--- src/sdram_map_pkg.sv ---
`default_nettype none

package sdram_map_pkg;

    // SDRAM side
    typedef logic [21:0] sdram_addr_t;
    typedef logic [31:0] sdram_word_t;
    typedef logic [15:0] half_word_t;
    typedef logic [1:0]  bank_t;
    // Active low, bit 1 is the upper byte
    typedef logic [1:0]  wrmask_t;

    // Requester address spaces, all word addresses except sound
    typedef logic [20:0] rom_addr_t;
    typedef logic [16:0] ram_addr_t;
    typedef logic [21:0] gfx_addr_t;
    typedef logic [15:0] snd_addr_t;
    typedef logic [7:0]  snd_byte_t;

    // Region offsets inside the SDRAM word space
    localparam sdram_addr_t SOUND_OFFSET_DEF = 22'h00_0000;
    localparam sdram_addr_t RAM_OFFSET_DEF   = 22'h20_0000;
    localparam sdram_addr_t VRAM_OFFSET_DEF  = 22'h30_0000;
    // Graphics sit alone in their bank
    localparam sdram_addr_t GFX_OFFSET_DEF   = 22'h00_0000;

    // Bank codes
    localparam bank_t BANK_SOUND = 2'd0;
    localparam bank_t BANK_CPU   = 2'd1;
    localparam bank_t BANK_GFX   = 2'd2;

endpackage

`default_nettype wire

--- src/slot_bus_pkg.sv ---
`default_nettype none

package slot_bus_pkg;

    // ROM, RAM/VRAM, graphics, sound
    localparam int NUM_SLOTS = 4;

    typedef logic [$clog2(NUM_SLOTS)-1:0] slot_idx_t;
    typedef logic [NUM_SLOTS-1:0]         slot_vec_t;

    // Access sequence of the arbiter
    typedef enum logic [1:0] {
        IDLE,
        REQ,
        WAIT_DATA
    } arb_state_t;

endpackage

`default_nettype wire

--- src/slot_bus_if.sv ---
`default_nettype none

interface slot_bus_if;

    // Single cycle, access handed to a slot
    logic                    grant;
    // Granted slot, held until the next grant
    slot_bus_pkg::slot_idx_t sel;
    // Single cycle, read data valid for sel
    logic                    done;
    // Per slot completion level
    slot_bus_pkg::slot_vec_t ok;

    modport ctrl (
        output grant,
        output sel,
        output done,
        input  ok
    );

    modport dp (
        input  grant,
        input  sel,
        input  done,
        output ok
    );

endinterface

`default_nettype wire

--- src/slot_arbiter.sv ---
`default_nettype none

module slot_arbiter (
    input  logic                    VB,
    input  logic                    rst_n,
    input  logic                    downloading,
    input  slot_bus_pkg::slot_vec_t cs,
    output logic                    sdram_req,
    input  logic                    sdram_ack,
    input  logic                    data_rdy,
    slot_bus_if.ctrl                bus
);

    slot_bus_pkg::arb_state_t state;
    slot_bus_pkg::slot_vec_t  pending;
    slot_bus_pkg::slot_idx_t  pick;
    slot_bus_pkg::slot_idx_t  sel_q;

    // Lowest set bit wins
    function automatic slot_bus_pkg::slot_idx_t first_set(
        input slot_bus_pkg::slot_vec_t vec
    );
        slot_bus_pkg::slot_idx_t idx;
        idx = '0;
        for (int i = slot_bus_pkg::NUM_SLOTS - 1; i >= 0; i--) begin
            if (vec[i]) begin
                idx = slot_bus_pkg::slot_idx_t'(i);
            end
        end
        return idx;
    endfunction

    // A slot that already holds ok is served until it drops cs
    assign pending = cs & ~bus.ok;
    assign pick    = first_set(pending);

    assign bus.grant = (state == slot_bus_pkg::IDLE) && !downloading && (|pending);
    assign bus.sel   = bus.grant ? pick : sel_q;
    assign bus.done  = (state == slot_bus_pkg::WAIT_DATA) && data_rdy;

    always_ff @(posedge VB or negedge rst_n) begin
        if (!rst_n) begin
            state     <= slot_bus_pkg::IDLE;
            sdram_req <= 1'b0;
            sel_q     <= '0;
        end else begin
            case (state)
                slot_bus_pkg::IDLE: begin
                    if (bus.grant) begin
                        sel_q     <= pick;
                        sdram_req <= 1'b1;
                        state     <= slot_bus_pkg::REQ;
                    end
                end
                slot_bus_pkg::REQ: begin
                    // Request held as a level until the controller takes it
                    if (sdram_ack) begin
                        sdram_req <= 1'b0;
                        state     <= slot_bus_pkg::WAIT_DATA;
                    end
                end
                slot_bus_pkg::WAIT_DATA: begin
                    if (data_rdy) begin
                        state <= slot_bus_pkg::IDLE;
                    end
                end
                default: begin
                    sdram_req <= 1'b0;
                    state     <= slot_bus_pkg::IDLE;
                end
            endcase
        end
    end

endmodule

`default_nettype wire

--- src/slot_addr_map.sv ---
`default_nettype none

module slot_addr_map #(
    parameter sdram_map_pkg::sdram_addr_t SOUND_OFFSET = sdram_map_pkg::SOUND_OFFSET_DEF,
    parameter sdram_map_pkg::sdram_addr_t RAM_OFFSET   = sdram_map_pkg::RAM_OFFSET_DEF,
    parameter sdram_map_pkg::sdram_addr_t VRAM_OFFSET  = sdram_map_pkg::VRAM_OFFSET_DEF,
    parameter sdram_map_pkg::sdram_addr_t GFX_OFFSET   = sdram_map_pkg::GFX_OFFSET_DEF
) (
    input  logic                       VB,
    input  logic                       rst_n,
    input  sdram_map_pkg::rom_addr_t   rom_addr,
    input  sdram_map_pkg::ram_addr_t   ram_addr,
    input  logic                       vram_cs,
    input  logic                       ram_we,
    input  sdram_map_pkg::wrmask_t     ram_dsn,
    input  sdram_map_pkg::half_word_t  ram_din,
    input  sdram_map_pkg::gfx_addr_t   gfx_addr,
    input  sdram_map_pkg::snd_addr_t   snd_addr,
    slot_bus_if.dp                     bus,
    output sdram_map_pkg::sdram_addr_t sdram_addr,
    output sdram_map_pkg::bank_t       sdram_bank,
    output logic                       sdram_rnw,
    output sdram_map_pkg::wrmask_t     sdram_wrmask,
    output sdram_map_pkg::half_word_t  data_write
);

    // Bank and direction
    always_ff @(posedge VB or negedge rst_n) begin
        if (!rst_n) begin
            sdram_bank   <= sdram_map_pkg::BANK_SOUND;
            sdram_rnw    <= 1'b1;
            sdram_wrmask <= 2'b11;
        end else if (bus.grant) begin
            sdram_rnw    <= 1'b1;
            sdram_wrmask <= 2'b11;
            case (bus.sel)
                2'd0: sdram_bank <= sdram_map_pkg::BANK_CPU;
                2'd1: begin
                    // Only the RAM slot can write
                    sdram_bank   <= sdram_map_pkg::BANK_CPU;
                    sdram_rnw    <= ~ram_we;
                    sdram_wrmask <= ram_we ? ram_dsn : 2'b11;
                end
                2'd2: sdram_bank <= sdram_map_pkg::BANK_GFX;
                default: sdram_bank <= sdram_map_pkg::BANK_SOUND;
            endcase
        end
    end

    // Address and write data
    always_ff @(posedge VB) begin
        if (bus.grant) begin
            data_write <= ram_din;
            case (bus.sel)
                2'd0: sdram_addr <= sdram_map_pkg::sdram_addr_t'(rom_addr);
                2'd1: sdram_addr <= (vram_cs ? VRAM_OFFSET : RAM_OFFSET)
                                    + sdram_map_pkg::sdram_addr_t'(ram_addr);
                2'd2: sdram_addr <= GFX_OFFSET + gfx_addr;
                // Sound is byte addressed, one SDRAM word holds two bytes
                default: sdram_addr <= SOUND_OFFSET
                                       + sdram_map_pkg::sdram_addr_t'(snd_addr >> 1);
            endcase
        end
    end

endmodule

`default_nettype wire

--- src/slot_data_return.sv ---
`default_nettype none

module slot_data_return (
    input  logic                       VB,
    input  logic                       rst_n,
    input  slot_bus_pkg::slot_vec_t    cs,
    input  sdram_map_pkg::snd_addr_t   snd_addr,
    input  sdram_map_pkg::sdram_word_t data_read,
    slot_bus_if.dp                     bus,
    output sdram_map_pkg::half_word_t  rom_data,
    output sdram_map_pkg::half_word_t  ram_data,
    output sdram_map_pkg::sdram_word_t gfx_data,
    output sdram_map_pkg::snd_byte_t   snd_data
);

    slot_bus_pkg::slot_vec_t ok_q;
    slot_bus_pkg::slot_vec_t ok_set;

    // One hot of the finished slot
    assign ok_set = bus.done ? (slot_bus_pkg::slot_vec_t'(1) << bus.sel) : '0;

    assign bus.ok = ok_q;

    // Set on completion, cleared as soon as cs is gone
    always_ff @(posedge VB or negedge rst_n) begin
        if (!rst_n) begin
            ok_q <= '0;
        end else begin
            ok_q <= (ok_q | ok_set) & cs;
        end
    end

    // Data registers hold their value until the next access of the slot
    always_ff @(posedge VB) begin
        if (bus.done) begin
            case (bus.sel)
                2'd0: rom_data <= data_read[15:0];
                2'd1: ram_data <= data_read[15:0];
                2'd2: gfx_data <= data_read;
                default: begin
                    // Odd byte address is the upper byte
                    if (snd_addr[0]) begin
                        snd_data <= data_read[15:8];
                    end else begin
                        snd_data <= data_read[7:0];
                    end
                end
            endcase
        end
    end

endmodule

`default_nettype wire

--- src/sdram_slot_mux.sv ---
`default_nettype none

module sdram_slot_mux #(
    parameter sdram_map_pkg::sdram_addr_t SOUND_OFFSET = sdram_map_pkg::SOUND_OFFSET_DEF,
    parameter sdram_map_pkg::sdram_addr_t RAM_OFFSET   = sdram_map_pkg::RAM_OFFSET_DEF,
    parameter sdram_map_pkg::sdram_addr_t VRAM_OFFSET  = sdram_map_pkg::VRAM_OFFSET_DEF,
    parameter sdram_map_pkg::sdram_addr_t GFX_OFFSET   = sdram_map_pkg::GFX_OFFSET_DEF
) (
    input  logic                       VB,
    input  logic                       rst_n,
    input  logic                       downloading,
    // Main CPU ROM
    input  logic                       rom_cs,
    input  sdram_map_pkg::rom_addr_t   rom_addr,
    output sdram_map_pkg::half_word_t  rom_data,
    output logic                       rom_ok,
    // Main RAM and VRAM
    input  logic                       ram_cs,
    input  logic                       vram_cs,
    input  sdram_map_pkg::ram_addr_t   ram_addr,
    input  logic                       ram_we,
    input  sdram_map_pkg::wrmask_t     ram_dsn,
    input  sdram_map_pkg::half_word_t  ram_din,
    output sdram_map_pkg::half_word_t  ram_data,
    output logic                       ram_ok,
    // Graphics ROM
    input  logic                       gfx_cs,
    input  sdram_map_pkg::gfx_addr_t   gfx_addr,
    output sdram_map_pkg::sdram_word_t gfx_data,
    output logic                       gfx_ok,
    // Sound ROM
    input  logic                       snd_cs,
    input  sdram_map_pkg::snd_addr_t   snd_addr,
    output sdram_map_pkg::snd_byte_t   snd_data,
    output logic                       snd_ok,
    // SDRAM controller
    input  logic                       sdram_ack,
    input  logic                       data_rdy,
    input  sdram_map_pkg::sdram_word_t data_read,
    output logic                       sdram_req,
    output sdram_map_pkg::sdram_addr_t sdram_addr,
    output sdram_map_pkg::bank_t       sdram_bank,
    output logic                       sdram_rnw,
    output sdram_map_pkg::wrmask_t     sdram_wrmask,
    output sdram_map_pkg::half_word_t  data_write
);

    slot_bus_pkg::slot_vec_t slot_cs;

    slot_bus_if bus ();

    // RAM and VRAM share slot 1
    assign slot_cs = {snd_cs, gfx_cs, ram_cs | vram_cs, rom_cs};

    assign rom_ok = bus.ok[0];
    assign ram_ok = bus.ok[1];
    assign gfx_ok = bus.ok[2];
    assign snd_ok = bus.ok[3];

    slot_arbiter u_arbiter (
        .VB          (VB),
        .rst_n       (rst_n),
        .downloading (downloading),
        .cs          (slot_cs),
        .sdram_req   (sdram_req),
        .sdram_ack   (sdram_ack),
        .data_rdy    (data_rdy),
        .bus         (bus.ctrl)
    );

    slot_addr_map #(
        .SOUND_OFFSET (SOUND_OFFSET),
        .RAM_OFFSET   (RAM_OFFSET),
        .VRAM_OFFSET  (VRAM_OFFSET),
        .GFX_OFFSET   (GFX_OFFSET)
    ) u_addr_map (
        .VB           (VB),
        .rst_n        (rst_n),
        .rom_addr     (rom_addr),
        .ram_addr     (ram_addr),
        .vram_cs      (vram_cs),
        .ram_we       (ram_we),
        .ram_dsn      (ram_dsn),
        .ram_din      (ram_din),
        .gfx_addr     (gfx_addr),
        .snd_addr     (snd_addr),
        .bus          (bus.dp),
        .sdram_addr   (sdram_addr),
        .sdram_bank   (sdram_bank),
        .sdram_rnw    (sdram_rnw),
        .sdram_wrmask (sdram_wrmask),
        .data_write   (data_write)
    );

    slot_data_return u_data_return (
        .VB        (VB),
        .rst_n     (rst_n),
        .cs        (slot_cs),
        .snd_addr  (snd_addr),
        .data_read (data_read),
        .bus       (bus.dp),
        .rom_data  (rom_data),
        .ram_data  (ram_data),
        .gfx_data  (gfx_data),
        .snd_data  (snd_data)
    );

endmodule

`default_nettype wire

--- config.mk ---
export PLATFORM = sky130hd
export DESIGN_NAME = sdram_slot_mux
export DESIGN_NICKNAME = d
export VERILOG_FILES = /design/src/sdram_map_pkg.sv /design/src/slot_bus_pkg.sv /design/src/slot_bus_if.sv /design/src/slot_arbiter.sv /design/src/slot_addr_map.sv /design/src/slot_data_return.sv /design/src/sdram_slot_mux.sv
export SDC_FILE = /design/constraint.sdc
export NUM_CORES = 1
export LEC_CHECK = 0
export BUFFER_PORTS_ARGS = -buffer_cell sky130_fd_sc_hd__buf_2
export CAP_MARGIN = 15
export CORE_ASPECT_RATIO = 1.4
export CORE_MARGIN = 10
export CORE_UTILIZATION = 44
export DETAILED_ROUTE_END_ITERATION = 16
export PLACE_DENSITY = 0.79
export SETUP_SLACK_MARGIN = 0.02
export SYNTH_ARGS = -nofsm -noshare
export SYNTH_HDL_FRONTEND = slang
export SYNTH_SLANG_ARGS = --single-unit
--- constraint.sdc ---
create_clock -name VB -period 4.31 [get_ports VB]
set_input_delay 0.6465 -clock VB [delete_from_list [all_inputs] [get_ports VB]]
set_output_delay 0.6465 -clock VB [all_outputs]
set_load 0.01 [all_outputs]
# Word-level counts from Yosys, hierarchy flattened
# Cells that the tools add are included.
[totals]
inputBits = 137
output_inout_bits = 120
ff_bits = 124
ram_bits = 0
latchBits = 0
mem_bits_ro = 0
n_memories = 0
[classes]
reduce_logical = 15
muxes = 20
bitwise_logic = 8
eq_ne = 7
magnitude_cmp = 0
shift = 1
multipliers = 0
n_addsub = 1
div = 0
[ops]
columns = ["op", "n"]
rows = [
  ["22-bit one-hot mux with 3 select lines", 1],
  ["22-bit by 17-bit adder with 22-bit output", 1],
  ["21-bit 2-to-1 mux", 1],
  ["2-bit 2-to-1 mux", 10],
  ["4-bit AND", 2],
  ["8-bit 2-to-1 mux", 1],
  ["2-bit AND reduction", 4],
  ["2-bit one-hot mux with 3 select lines", 1],
  ["3-bit AND reduction", 2],
  ["2-bit by 1-bit == test with 1-bit output (second input constant)", 2],
  ["2-bit == test (second input constant)", 2],
  ["2-bit zero test", 2],
  ["4-bit 2-to-1 mux", 1],
  ["2-bit inequality test (second input constant)", 2],
  ["4-bit NOT", 1],
  ["4-bit OR", 1],
  ["2-bit one-hot mux with 2 select lines", 1],
  ["4-bit OR reduction", 1],
  ["1-bit by 2-bit << shifter with 4-bit output (first input constant)", 1],
  ["1-bit logical AND", 3],
  ["1-bit 2-to-1 mux", 3],
  ["1-bit NOT", 3],
  ["1-bit one-hot mux with 3 select lines", 1],
  ["3-bit OR reduction", 1],
  ["other kinds (4)", 4],
]

# Depth between registers and ports, before layout
# Gate-level depths: netlist (run 1).
[logic_depth]
word_depth = 11
depth_mapped = 9

# Worst setup path after synthesis (run 1)
# OpenSTA, ideal clock, no wires.
[synth_timing]
path_type = "input to register"
start = "input downloading"
end = "register u_data_return.gfx_data[0] (enable)"
arrival_ns = 2.893
setup_slack_ns = 0.999
path_stages = 6
t_required_ns = 3.893
setup_ns = 0.417
path_buffers = 2
cell_sequence = "or3_1 > buf_2 > a21o_1 > a21o_1 > buf_6 > nor3_2"
[synth_between]
elab_chain_len = 6
[synth_rtl]
columns = ["element", "line_no", "rtl"]
rows = [
  ["start: declaration", "sdram_slot_mux.sv:11", "input logic downloading,"],
  ["1-bit zero test", "slot_arbiter.sv:37", "assign bus.grant = (state == slot_bus_pkg::IDLE) && !downloading && (|pending);"],
  ["1-bit logical AND (2 in a row)", "slot_arbiter.sv:37", ""],
  ["2-bit 2-to-1 mux", "slot_arbiter.sv:38", "assign bus.sel = bus.grant ? pick : sel_q;"],
  ["2-bit == test", "slot_data_return.sv:36", "case (bus.sel)"],
  ["2-bit AND reduction (no source line)", "-", ""],
  ["end signal: assignment", "slot_data_return.sv:39", "2'd2: gfx_data <= data_read;"],
  ["end: declaration", "slot_data_return.sv:12", "output sdram_map_pkg::sdram_word_t gfx_data,"],
]
# Every way passes these cells.
# A chain may end at the register's enable or synchronous reset.

# Worst setup path in the final report (run 1)
[layout_timing]
start = "register u_arbiter.state[1]"
end = "register u_data_return.ram_data[5] (enable)"
[layout_between]
elab_chain_len = 6
[layout_rtl]
columns = ["element", "line_no", "rtl"]
rows = [
  ["start: declaration", "slot_arbiter.sv:14", "slot_bus_pkg::arb_state_t state;"],
  ["start signal: assignment", "slot_arbiter.sv:43", "state <= slot_bus_pkg::IDLE;"],
  ["start signal: assignment", "slot_arbiter.sv:52", "state <= slot_bus_pkg::REQ;"],
  ["start signal: assignment", "slot_arbiter.sv:59", "state <= slot_bus_pkg::WAIT_DATA;"],
  ["2-bit zero test", "slot_arbiter.sv:37", ""],
  ["1-bit logical AND (2 in a row)", "slot_arbiter.sv:37", ""],
  ["2-bit 2-to-1 mux", "slot_arbiter.sv:38", ""],
  ["2-bit by 1-bit == test with 1-bit output", "slot_data_return.sv:36", ""],
  ["2-bit AND reduction (no source line) *", "-", ""],
  ["end signal: assignment", "slot_data_return.sv:38", "2'd1: ram_data <= data_read[15:0];"],
  ["end: declaration", "slot_data_return.sv:11", "output sdram_map_pkg::half_word_t ram_data,"],
]
# Mark *: on every way between the ends. The rest lies on a longest branch, timed or not.

==> run metrics, run 1 <==
status finished clean; clock sinks about 120; most common cell after layout, fill and taps aside buf_2; crit path kind flip-flop to flip-flop; CTS tree built; WP buf/inv 3; Leak between 0.003 and 0.004 uW; largest family of logic cells by synthesized area multiplexers; Synth Net Count ~380; DP Wirelength approximately 11 mm; crit path DAT around 2.8 ns; Seq/Total Area, Yosys 78.09%; Initial Utilization a little under half; Clock Latency Late Sink approximately 0.40 ns; post-cts repair resize count 0; num ports roughly 260; largest net degree at the start of global routing 48; worst-path cell chain or3_1 > a21oi_2 > a21o_1 > buf_4 > clkinv_4 > nor3_2 > buf_4; worst reg2reg setup slack ~1.5 ns; XOR/XNOR share of the synthesized area 0%; Worst-Margin Slew around 0.68 ns; gr ovfl total 0; Final period util between 60 and 70%; Die Height 142.1 um; Post-Synthesis Cells around 250; CTS hold repair buffers 0; crit end category flip-flop; Critical Path RT between 4 and 5 ns; Crit Path Max Fanout 25; Synth Area in Compound Gates 4.488%; worst vdd rail ir drop 0.3295 mV; Root Buffer clkbuf_16; worst-case clock skew between 0.009 and 0.01 ns; number of fill cells between 700 and 800; final instance area roughly 6700 um^2; maximum clock rate roughly 360 MHz; Worst R2R End u_data_return.ram_data[5]; Worst slew margin between 50 and 60%; Num CTS Buffers 17; DRT Wirelength ~13 mm; Setup WS pre-CTS ~1.3 ns; Routed Antenna Nets 0; PD cells around 600 nW/um^2; DR vias 3274; DR pass1 iterations 4; core area 10410 um^2; max incr delay on CP 0.52 ns; Worst path most repeated cell buf_4; final setup fails 0; worst r2r src u_arbiter.state[1]; Die ar. 15230 um^2; clk buf depth 2; Synth Area in Simple Gates roughly 2.7%; dpl cell area a little over 6000 um^2; H-tree Lvls 4; Max Cap Viol 0; # DRC 0; Adder-Cell Fraction of Synth Area 0%; Max Slew Vio Count 0; layout cells sized above 1 59.13%; Synth Cell Area around 4700 um^2; Die W 107.2 um; r2r worst-path depth 7; # rows 44; fin crit period between 2 and 3 ns; CTS clock-pin slew for the worst setup and hold paths about 0.060 ns; placed insts about 640; post-synthesis mux area share between 10% and 20%; CP Launch Type flip-flop; highest-delay cell along the critical path or3_1; nets@finish between 600 and 700; most frequent cells in the layout buf_2 (256), edfxtp_1 (110), mux2i_1 (48), clkbuf_16 (17), dfrtp_1 (11); vias per inst 4.894; Synth Warn # 0; ANT cells 0; Distinct cells, synth 35; port buffer count approximately 260; unrepaired setup endpoints after global routing false; initial antenna violation count 0; Worst Hold Class primary input to async pin; Area growth syn-to-layout 43.76%; Final Non-Filler Cells 669; drt wl/cell between 20 and 25 um; number of DRC markers in iteration 0 118; final-report hold violation count 0; gpl congestion 0.8141; Final TNS setup 0 ns; mean post-synth cell area around 19 um^2; global-route wire length before repair 20.04 mm; setup slack after layout about 1.5 ns; synthesized flop and latch total between 100 and 150; All-Layer GR Usage between 15 and 20%; cell class contributing the biggest share of worst-path delay buffers and inverters; post-CTS setup buffer count 0; vias in the first global route 3646
==> per-layer routing <==
layer  track usage (%)  vias up  part of all wire, %
li1                  -     1507                    -
met1             17.57     1559                   35
met2             30.24      201                   52
met3             7.706        7                   12
met4             5.861        0                 0.82
met5                 0        -                    0
==> through the flow <==
step / power [uW] / hold slack [ns] / utilization, %
final: 4139 / 0.1633 / 64.71
after global routing: 4329 / 0.1689 / 64.71
after CTS: 4196 / 0.1594 / 64.71
after detailed placement: 2741 / 0.4697 / 58.81
after global placement: 2698 / 0.4555 / 58.81
after floorplan: 2409 / 0.3509 / -
==> logic make-up after synthesis <==
group | after synthesis
buffers and inverters | 14
and+or+nand+nor | 25
muxes | 57
AOI/OAI and AO/OA | 27
DFF | 124
==> synth_stat cells (all sizes together) <==
cell type    n  area [um^2]
nand2        8        30.03
or3          1        6.260
edfxtp     110         3303
a41oi        3        33.79
a21boi       1        7.510
nand3b       1        7.510
dfrtp       11        275.3
a31oi        2        12.51
mux2         9        101.4
inv          4        15.01
o22ai        1        12.51
nor2b        1        6.260
nor2         7        28.78
o22a         1        8.760
clkbuf       1        3.750
o21ai        2        10.01
nor3         4        30.03
clkinv       1        8.760
a21o         6        45.04
o21a         3        22.52
nand2b       3        18.77
buf          8        78.83
o2bb2ai      3        26.28
o21bai       1        7.510
mux2i       48        480.5
dfstp        3        78.83
a21oi        4        23.77
==> state kept, by name, summed over array words and instances (netlist names), 4 cells and up <==
signal	cells
u_data_return.rom_data	16
u_addr_map.data_write	16
u_data_return.bus.ok	4
u_data_return.gfx_data	32
u_data_return.snd_data	8
u_addr_map.sdram_addr	22
u_data_return.ram_data	16
==> worst register-to-register path, stage by stage (launching register included) <==
cell	delay (ns)
dfrtp_1	0.43
or3_1	0.52
a21oi_2	0.17
a21o_1	0.10
buf_4	0.36
clkinv_4	0.34
nor3_2	0.23
buf_4	0.29
==> power by group <==
group          total, uW  leakage [uW]  internal [uW]  switching [uW]
clock               1440      0.000298            919             522
combinational       1050       0.00153            426             620
sequential          1650       0.00118           1590            63.8
total               4140       0.00301           2930            1210
==> area by class of cell <==
class,count,area (um^2),share of cell area [%]
multi-input cells,109,947.2,14.07
inverters,5,23.77,0.3531
repair buffers,261,1319,19.59
clock buffers,17,425.4,6.319
well taps,138,172.7,2.565
clock inverters,15,187.7,2.788
flip-flops and latches,124,3657,54.32
==> worst max path at each step <==
stage	cells after the start	from	to	slack [ns]
floorplan	6	downloading	u_data_return.gfx_data[0]	1.0
global placement	7	vram_cs	u_data_return.gfx_data[13]	1.32
detailed placement	7	vram_cs	u_data_return.gfx_data[13]	1.27
CTS	7	u_arbiter.state[1]	u_data_return.ram_data[5]	1.52
global route	7	u_arbiter.state[1]	u_data_return.ram_data[5]	1.36
finish	7	u_arbiter.state[1]	u_data_return.ram_data[5]	1.55
No activity file was read; power rests on OpenSTA's default activity.
==> inputs of run 2 (changes only) <==
--- a/config.mk
+++ b/config.mk
@@ -9,9 +9,9 @@
 export CAP_MARGIN = 15
 export CORE_ASPECT_RATIO = 1.4
 export CORE_MARGIN = 10
-export CORE_UTILIZATION = 44
+export CORE_UTILIZATION = 40
 export DETAILED_ROUTE_END_ITERATION = 16
-export PLACE_DENSITY = 0.79
+export PLACE_DENSITY = 0.76
 export SETUP_SLACK_MARGIN = 0.02
 export SYNTH_ARGS = -nofsm -noshare
 export SYNTH_HDL_FRONTEND = slang
==> constraint.sdc (replaced) <==
create_clock -name VB -period 2.4 [get_ports VB]
set_input_delay 0.36 -clock VB [delete_from_list [all_inputs] [get_ports VB]]
set_output_delay 0.36 -clock VB [all_outputs]
set_load 0.01 [all_outputs]
==> run 2 against run 1 <==
Effect of this change: clock power is 76% higher; global-route usage is 0.63 points lower; maximum frequency is 26% higher; hold slack worse by 0.032 ns; sequential power is 80% higher; die area is 8.3% higher; critical path depth is 1 lower; clock-buffer cell count stayed put; cell area is 1.8% higher; core utilization is 4.6 points lower; largest power group unchanged.
==> run metrics, run 2 (synthesis results as in run 1) <==
worst vdd rail ir drop 0.5813 mV (+76%); vias per inst 4.886 (-0.16%); Die Height 148.0 um (+4.2%); Final period util 91.78% (+28 points); unrepaired setup endpoints after global routing false; gr ovfl total 0 (unchanged); DRT Wirelength 13.92 mm (+3.1%); Setup WS pre-CTS 0.01473 ns (-1.256 ns); Worst Hold Margin 0.1315 ns (-0.03178 ns); Initial Utilization 41.10% (-3.9 points); CTS clock-pin slew for the worst setup and hold paths 0.06 ns (about the same); DP Wirelength 11.16 mm (+5.4%); number of fill cells 898 (+15%); status finished clean; PD cells 1099 nW/um^2 (+79%); Critical Path RT 2.49 ns (-1.90 ns); # rows 46 (+4.5%); Die W 111.5 um (+4.0%); vias in the first global route 3805 (+4.4%); Clock Latency Late Sink 0.40 ns (about the same); area of the multi-input gates 949.7 um^2 (+0.26%); num ports 257 (unchanged); final-report hold violation count 0 (unchanged); Leak 0.003064 uW (+1.8%); Routed Antenna Nets 0 (unchanged); CTS tree built; DR vias 3337 (+1.9%); # DRC 0 (unchanged); Worst Hold Class primary input to flip-flop; largest net degree at the start of global routing 38 (-21%); most frequent cells in the layout buf_2 (256), edfxtp_1 (110), mux2i_1 (48), clkbuf_16 (17), dfrtp_1 (11); setup slack after layout 0.1972 ns (-1.348 ns); Max Slew Vio Count 0 (unchanged); worst-case clock skew 0.007839 ns (-0.001303 ns); Regs by FF count u_data_return.gfx_data (32), u_addr_map.sdram_addr (22); Root Buffer clkbuf_16; port buffer count 256 (unchanged); Worst-Margin Slew 0.3605 ns (-0.3168 ns); crit path kind flip-flop to flip-flop; Area growth syn-to-layout 46.38%; Reg area 3657 um^2 (unchanged); fin crit period 2.203 ns (-0.5620 ns); Worst slew margin 75.94% (+21 points); Max Cap Viol 0 (unchanged); crit end category flip-flop; nets@finish 662 (+1.1%); final setup fails 0 (unchanged); Power, Total 7533 uW (+82%); Final TNS setup 0 ns (unchanged); clock sinks 124 (unchanged); register with the most flip-flops u_data_return.gfx_data; H-tree Lvls 4 (unchanged); Crit Path Max Fanout 33 (+32%); Num CTS Buffers 17 (unchanged); core area 11400 um^2 (+9.5%); layout cells sized above 1 59.67% (+0.53 points); initial antenna violation count 1 (+1); gpl congestion 0.8395 (+3.1%); All-Layer GR Usage 16.55% (-0.63 points); maximum clock rate 454.0 MHz (+26%); drt wl/cell 20.37 um (+1.0%); clk buf depth 2 (unchanged); max FFs per register 32 (unchanged); most common cell after layout, fill and taps aside buf_2; DR pass1 iterations 4 (unchanged); CP Launch Type flip-flop; dpl cell area 6236 um^2 (+1.9%); number of DRC markers in iteration 0 169 (+43%); Die ar. 16500 um^2 (+8.3%); crit path DAT 2.29 ns (-0.55 ns); final instance area 6855 um^2 (+1.8%); global-route wire length before repair 21.26 mm (+6.1%)
-- run 2: cell count changes in the layout (fill, tap and decap cells not counted), sizes merged --
cell / previous run / this run
buf: 261 / 267
inv: 8 / 14
clkinv: 8 / 4
bufinv: 3 / 2
clkinvlp: 1 / 0
diode: 0 / 1
dlygate4sd3: 0 / 1
-- run 2: per-layer routing --
layer	global-route usage (%)	part of all wire [%]	wire length [um]
met1	17.41	36	5025
met5	0	0	0
met4	5.992	1.6	223
met3	7.169	10	1445
met2	28.73	52	7220
-- run 2: cell type report --
type | count | share of cell area, %
diodes | 1 | 0.03650
clock buffers | 17 | 6.206
clock inverters | 15 | 2.537
inverters | 5 | 0.3833
multi-input cells | 109 | 13.85
flip-flops and latches | 124 | 53.35
well taps | 144 | 2.628
repair buffers | 268 | 21.01
-- run 2: repair_timing --
| action | CTS | global route |
|---|---|---|
| hold endpoints to repair | 11 | 0 |
| gates resized for setup | 0 | 3 |
| setup buffers | 0 | 0 |
| hold buffers | 1 | 0 |
| setup endpoints to repair | 0 | 34 |
-- run 2: path summary, 6_finish.rpt --
| path | from | to | slack, ns | cells after the start |
|---|---|---|---|---|
| worst max-delay path | u_arbiter.state[0] | u_data_return.gfx_data[10] | 0.20 | 6 |
| worst min-delay path | data_read[18] | u_data_return.gfx_data[18] | 0.13 | 1 |
| worst max register to register | u_arbiter.state[0] | u_data_return.gfx_data[10] | 0.20 | 6 |
| worst min register to register | u_arbiter.sdram_req | u_arbiter.sdram_req | 0.48 | 1 |
| max in group asynchronous | rst_n | u_addr_map.sdram_wrmask[0] | 1.69 | 2 |
| min in group asynchronous | rst_n | u_arbiter.sdram_req | 0.40 | 2 |
-- run 2: worst max-delay path, stage by stage (launching register included) --
cell and delay (ns):
dfrtp_1 0.41, or3_1 0.44, buf_4 0.18, o22ai_2 0.28
inv_2 0.13, nor3_4 0.21, buf_12 0.24
-- run 2: metrics by stage --
step                      util, %  instances
final                       60.16        683
after global routing        60.16        683
after CTS                   60.07        682
after detailed placement    54.72        649
after global placement      54.72        649
after floorplan                 -        247
-- run 2: where the power goes --
group          leakage, uW  internal [uW]  switching (uW)  total (uW)
registers          0.00118           2850             120        2970
clock network     0.000299           1570             961        2530
logic              0.00159            879            1160        2040
total              0.00306           5290            2240        7530
==> inputs of run 3 (changes only) <==
--- a/config.mk
+++ b/config.mk
@@ -8,10 +8,9 @@
 export BUFFER_PORTS_ARGS = -buffer_cell sky130_fd_sc_hd__buf_2
 export CAP_MARGIN = 15
 export CORE_ASPECT_RATIO = 1.4
-export CORE_MARGIN = 10
 export CORE_UTILIZATION = 40
 export DETAILED_ROUTE_END_ITERATION = 16
-export PLACE_DENSITY = 0.76
+export PLACE_DENSITY = 0.78
 export SETUP_SLACK_MARGIN = 0.02
 export SYNTH_ARGS = -nofsm -noshare
 export SYNTH_HDL_FRONTEND = slang
==> run 3 against run 2 <==
Effect of this change: largest cell class unchanged; critical endpoint is now u_data_return.ram_data[1]; largest power group unchanged; sequential share of layout area up 0.20 points; register-to-register slack worse by 0.02 ns; clock-buffer cell count unchanged; maximum frequency down 0.86%; flip-flop and latch count unchanged.
==> run metrics, run 3 (synthesis results as in run 1) <==
status finished clean; crit end category flip-flop; Clock Latency Late Sink 0.41 ns (about the same); clock sinks 124 (unchanged); dpl cell area 6243 um^2 (+0.12%); Final period util 92.58% (+0.80 points); Worst slew margin 77.20% (+1.3 points); drt wl/cell 17.43 um (-14%); Crit Path Max Fanout 17 (-48%); highest-delay cell along the critical path or3_1; max incr delay on CP 0.44 ns (about the same); CTS clock-pin slew for the worst setup and hold paths 0.06 ns (about the same); worst-case clock skew 0.007501 ns (-0.0003382 ns); H-tree Lvls 4 (unchanged); # rows 46 (unchanged); DP Wirelength 9.148 mm (-18%); vias in the first global route 3291 (-14%); PD cells 1087 nW/um^2 (-1.1%); crit path kind flip-flop to flip-flop; final setup fails 0 (unchanged); most common cell after layout, fill and taps aside buf_2; clk buf depth 2 (unchanged); worst-path cell chain or3_1 > a21oi_2 > a21o_2 > clkinv_4 > nor3_2 > buf_12; Final TNS setup 0 ns (unchanged); final instance area 6830 um^2 (-0.36%); Die ar. 12150 um^2 (-26%); Worst-Margin Slew 0.3420 ns (-0.01858 ns); Worst Hold Class primary input to flip-flop; max FFs per register 32 (unchanged); number of DRC markers in iteration 0 92 (-46%); Sw Share 31.18% (+1.5 points); Reg power frac 40.0% (+0.6 points); Num CTS Buffers 17 (unchanged); vias per inst 4.827 (-1.2%); Root Buffer clkbuf_16; min-delay src data_read[25]; most frequent cells in the layout buf_2 (256), edfxtp_1 (110), mux2i_1 (48), clkbuf_16 (17), dfrtp_1 (11); Critical Path RT 2.51 ns (+0.02 ns); Worst setup startpoint u_arbiter.state[0]; CTS tree built; DRT Wirelength 11.92 mm (-14%); All-Layer GR Usage 19.90% (+3.3 points); DR vias 3302 (-1.0%); # DRC 0 (unchanged); Max Slew Vio Count 0 (unchanged); Logic pwr share 27.6% (+0.6 points); Int Power 5110 uW (-3.5%); crit path DAT 2.34 ns (+0.05 ns); final-report hold violation count 0 (unchanged); gpl congestion 0.7674 (-8.6%); ANT cells 0 (-1); register with the most flip-flops u_data_return.gfx_data; worst r2r src u_arbiter.state[0]; initial antenna violation count 0 (-1); Sw Pwr 2316 uW (+3.4%); layout cells sized above 1 59.81% (+0.15 points); number of fill cells 879 (-2.1%); CP Launch Type flip-flop; Clock Power Share 32.4% (-1.2 points); Initial Utilization 41.30% (+0.21 points); Area growth syn-to-layout 45.85%; Die Height 130.0 um (-12%); worst vdd rail ir drop 0.5133 mV (-12%); fin crit period 2.222 ns (+0.01921 ns); unrepaired setup endpoints after global routing false; post-CTS setup buffer count 0 (unchanged); DR pass1 iterations 4 (unchanged); Finished Core Util 60.24% (+0.085 points); Power, Total 7425 uW (-1.4%); num ports 257 (unchanged); global-route wire length before repair 17.26 mm (-19%); Max Cap Viol 0 (unchanged); maximum clock rate 450.0 MHz (-0.86%); core area 11340 um^2 (-0.50%); port buffer count 256 (unchanged); gr ovfl total 0 (unchanged); Die W 93.45 um (-16%); Routed Antenna Nets 0 (unchanged); largest net degree at the start of global routing 34 (-11%); Leak 0.003045 uW (-0.62%); nets@finish 664 (+0.30%); Worst Hold Margin 0.1233 ns (-0.008287 ns); Regs by FF count u_data_return.gfx_data (32), u_addr_map.sdram_addr (22)
[run 3: changes by cell type in the layout (fill, tap and decap cells not counted), sizes merged]
cell / previous run / this run
buf: 267 / 268
bufinv: 2 / 0
clkinvlp: 0 / 3
diode: 1 / 0
[run 3: layout make-up]
type,instances,area (um^2),area share [%]
flip-flops and latches,124,3657,53.54
clock inverters,15,145.1,2.125
clock buffers,17,425.4,6.228
inverters,5,23.77,0.3480
well taps,144,180.2,2.638
repair buffers,269,1444,21.14
multi-input cells,109,949.7,13.90
repair inverters,1,5.005,0.07327
[run 3: worst max-delay path, delay by kind of cell (launching register included)]
| kind | cells | cell delay [ns] |
|---|---|---|
| DFF | 1 | 0.42 |
| AOI/OAI and AO/OA | 2 | 0.41 |
| buffers and inverters | 2 | 0.40 |
| and+or+nand+nor | 2 | 0.70 |
[run 3: path summary, 6_finish.rpt]
path | to | slack [ns] | cells past startpoint
max | u_data_return.ram_data[1] | 0.18 | 6
min | u_data_return.gfx_data[25] | 0.12 | 1
max reg2reg | u_data_return.ram_data[1] | 0.18 | 6
min reg2reg | u_arbiter.sdram_req | 0.50 | 1
max in group asynchronous | u_addr_map.sdram_rnw | 1.72 | 2
min in group asynchronous | u_data_return.bus.ok[3] | 0.38 | 2
[run 3: power groups by stage]
| stage | logic, uW | registers, uW | clock network (uW) |
|---|---|---|---|
| finish | 2050 | 2970 | 2400 |
| global route | 2240 | 3010 | 2530 |
| CTS | 2090 | 2970 | 2450 |
| detailed placement | 2060 | 3020 | 0 |
| global placement | 1990 | 3000 | 0 |
| floorplan | 1190 | 3170 | 0 |
[run 3: per-layer routing]
metal / up-vias / global-route usage, % / wire length, um
met5: - / 0 / 0
met4: 0 / 10.05 / 286
met3: 21 / 6.119 / 1019
met2: 217 / 36.12 / 6423
met1: 1535 / 20.60 / 4192
li1: 1529 / - / -
[run 3: stage by stage]
stage	instances	setup slack, ns
floorplan	247	-0.2039
global placement	650	-0.01640
detailed placement	650	-0.05702
CTS	684	0.1701
global route	684	0.07073
finish	684	0.1780
[run 3: what timing repair did]
| action | in CTS | in global routing |
|---|---|---|
| gates resized for setup | 1 | 0 |
| endpoints found under the hold margin | 11 | 0 |
| endpoints found under the setup margin | 16 | 0 |
| hold buffers | 1 | 0 |
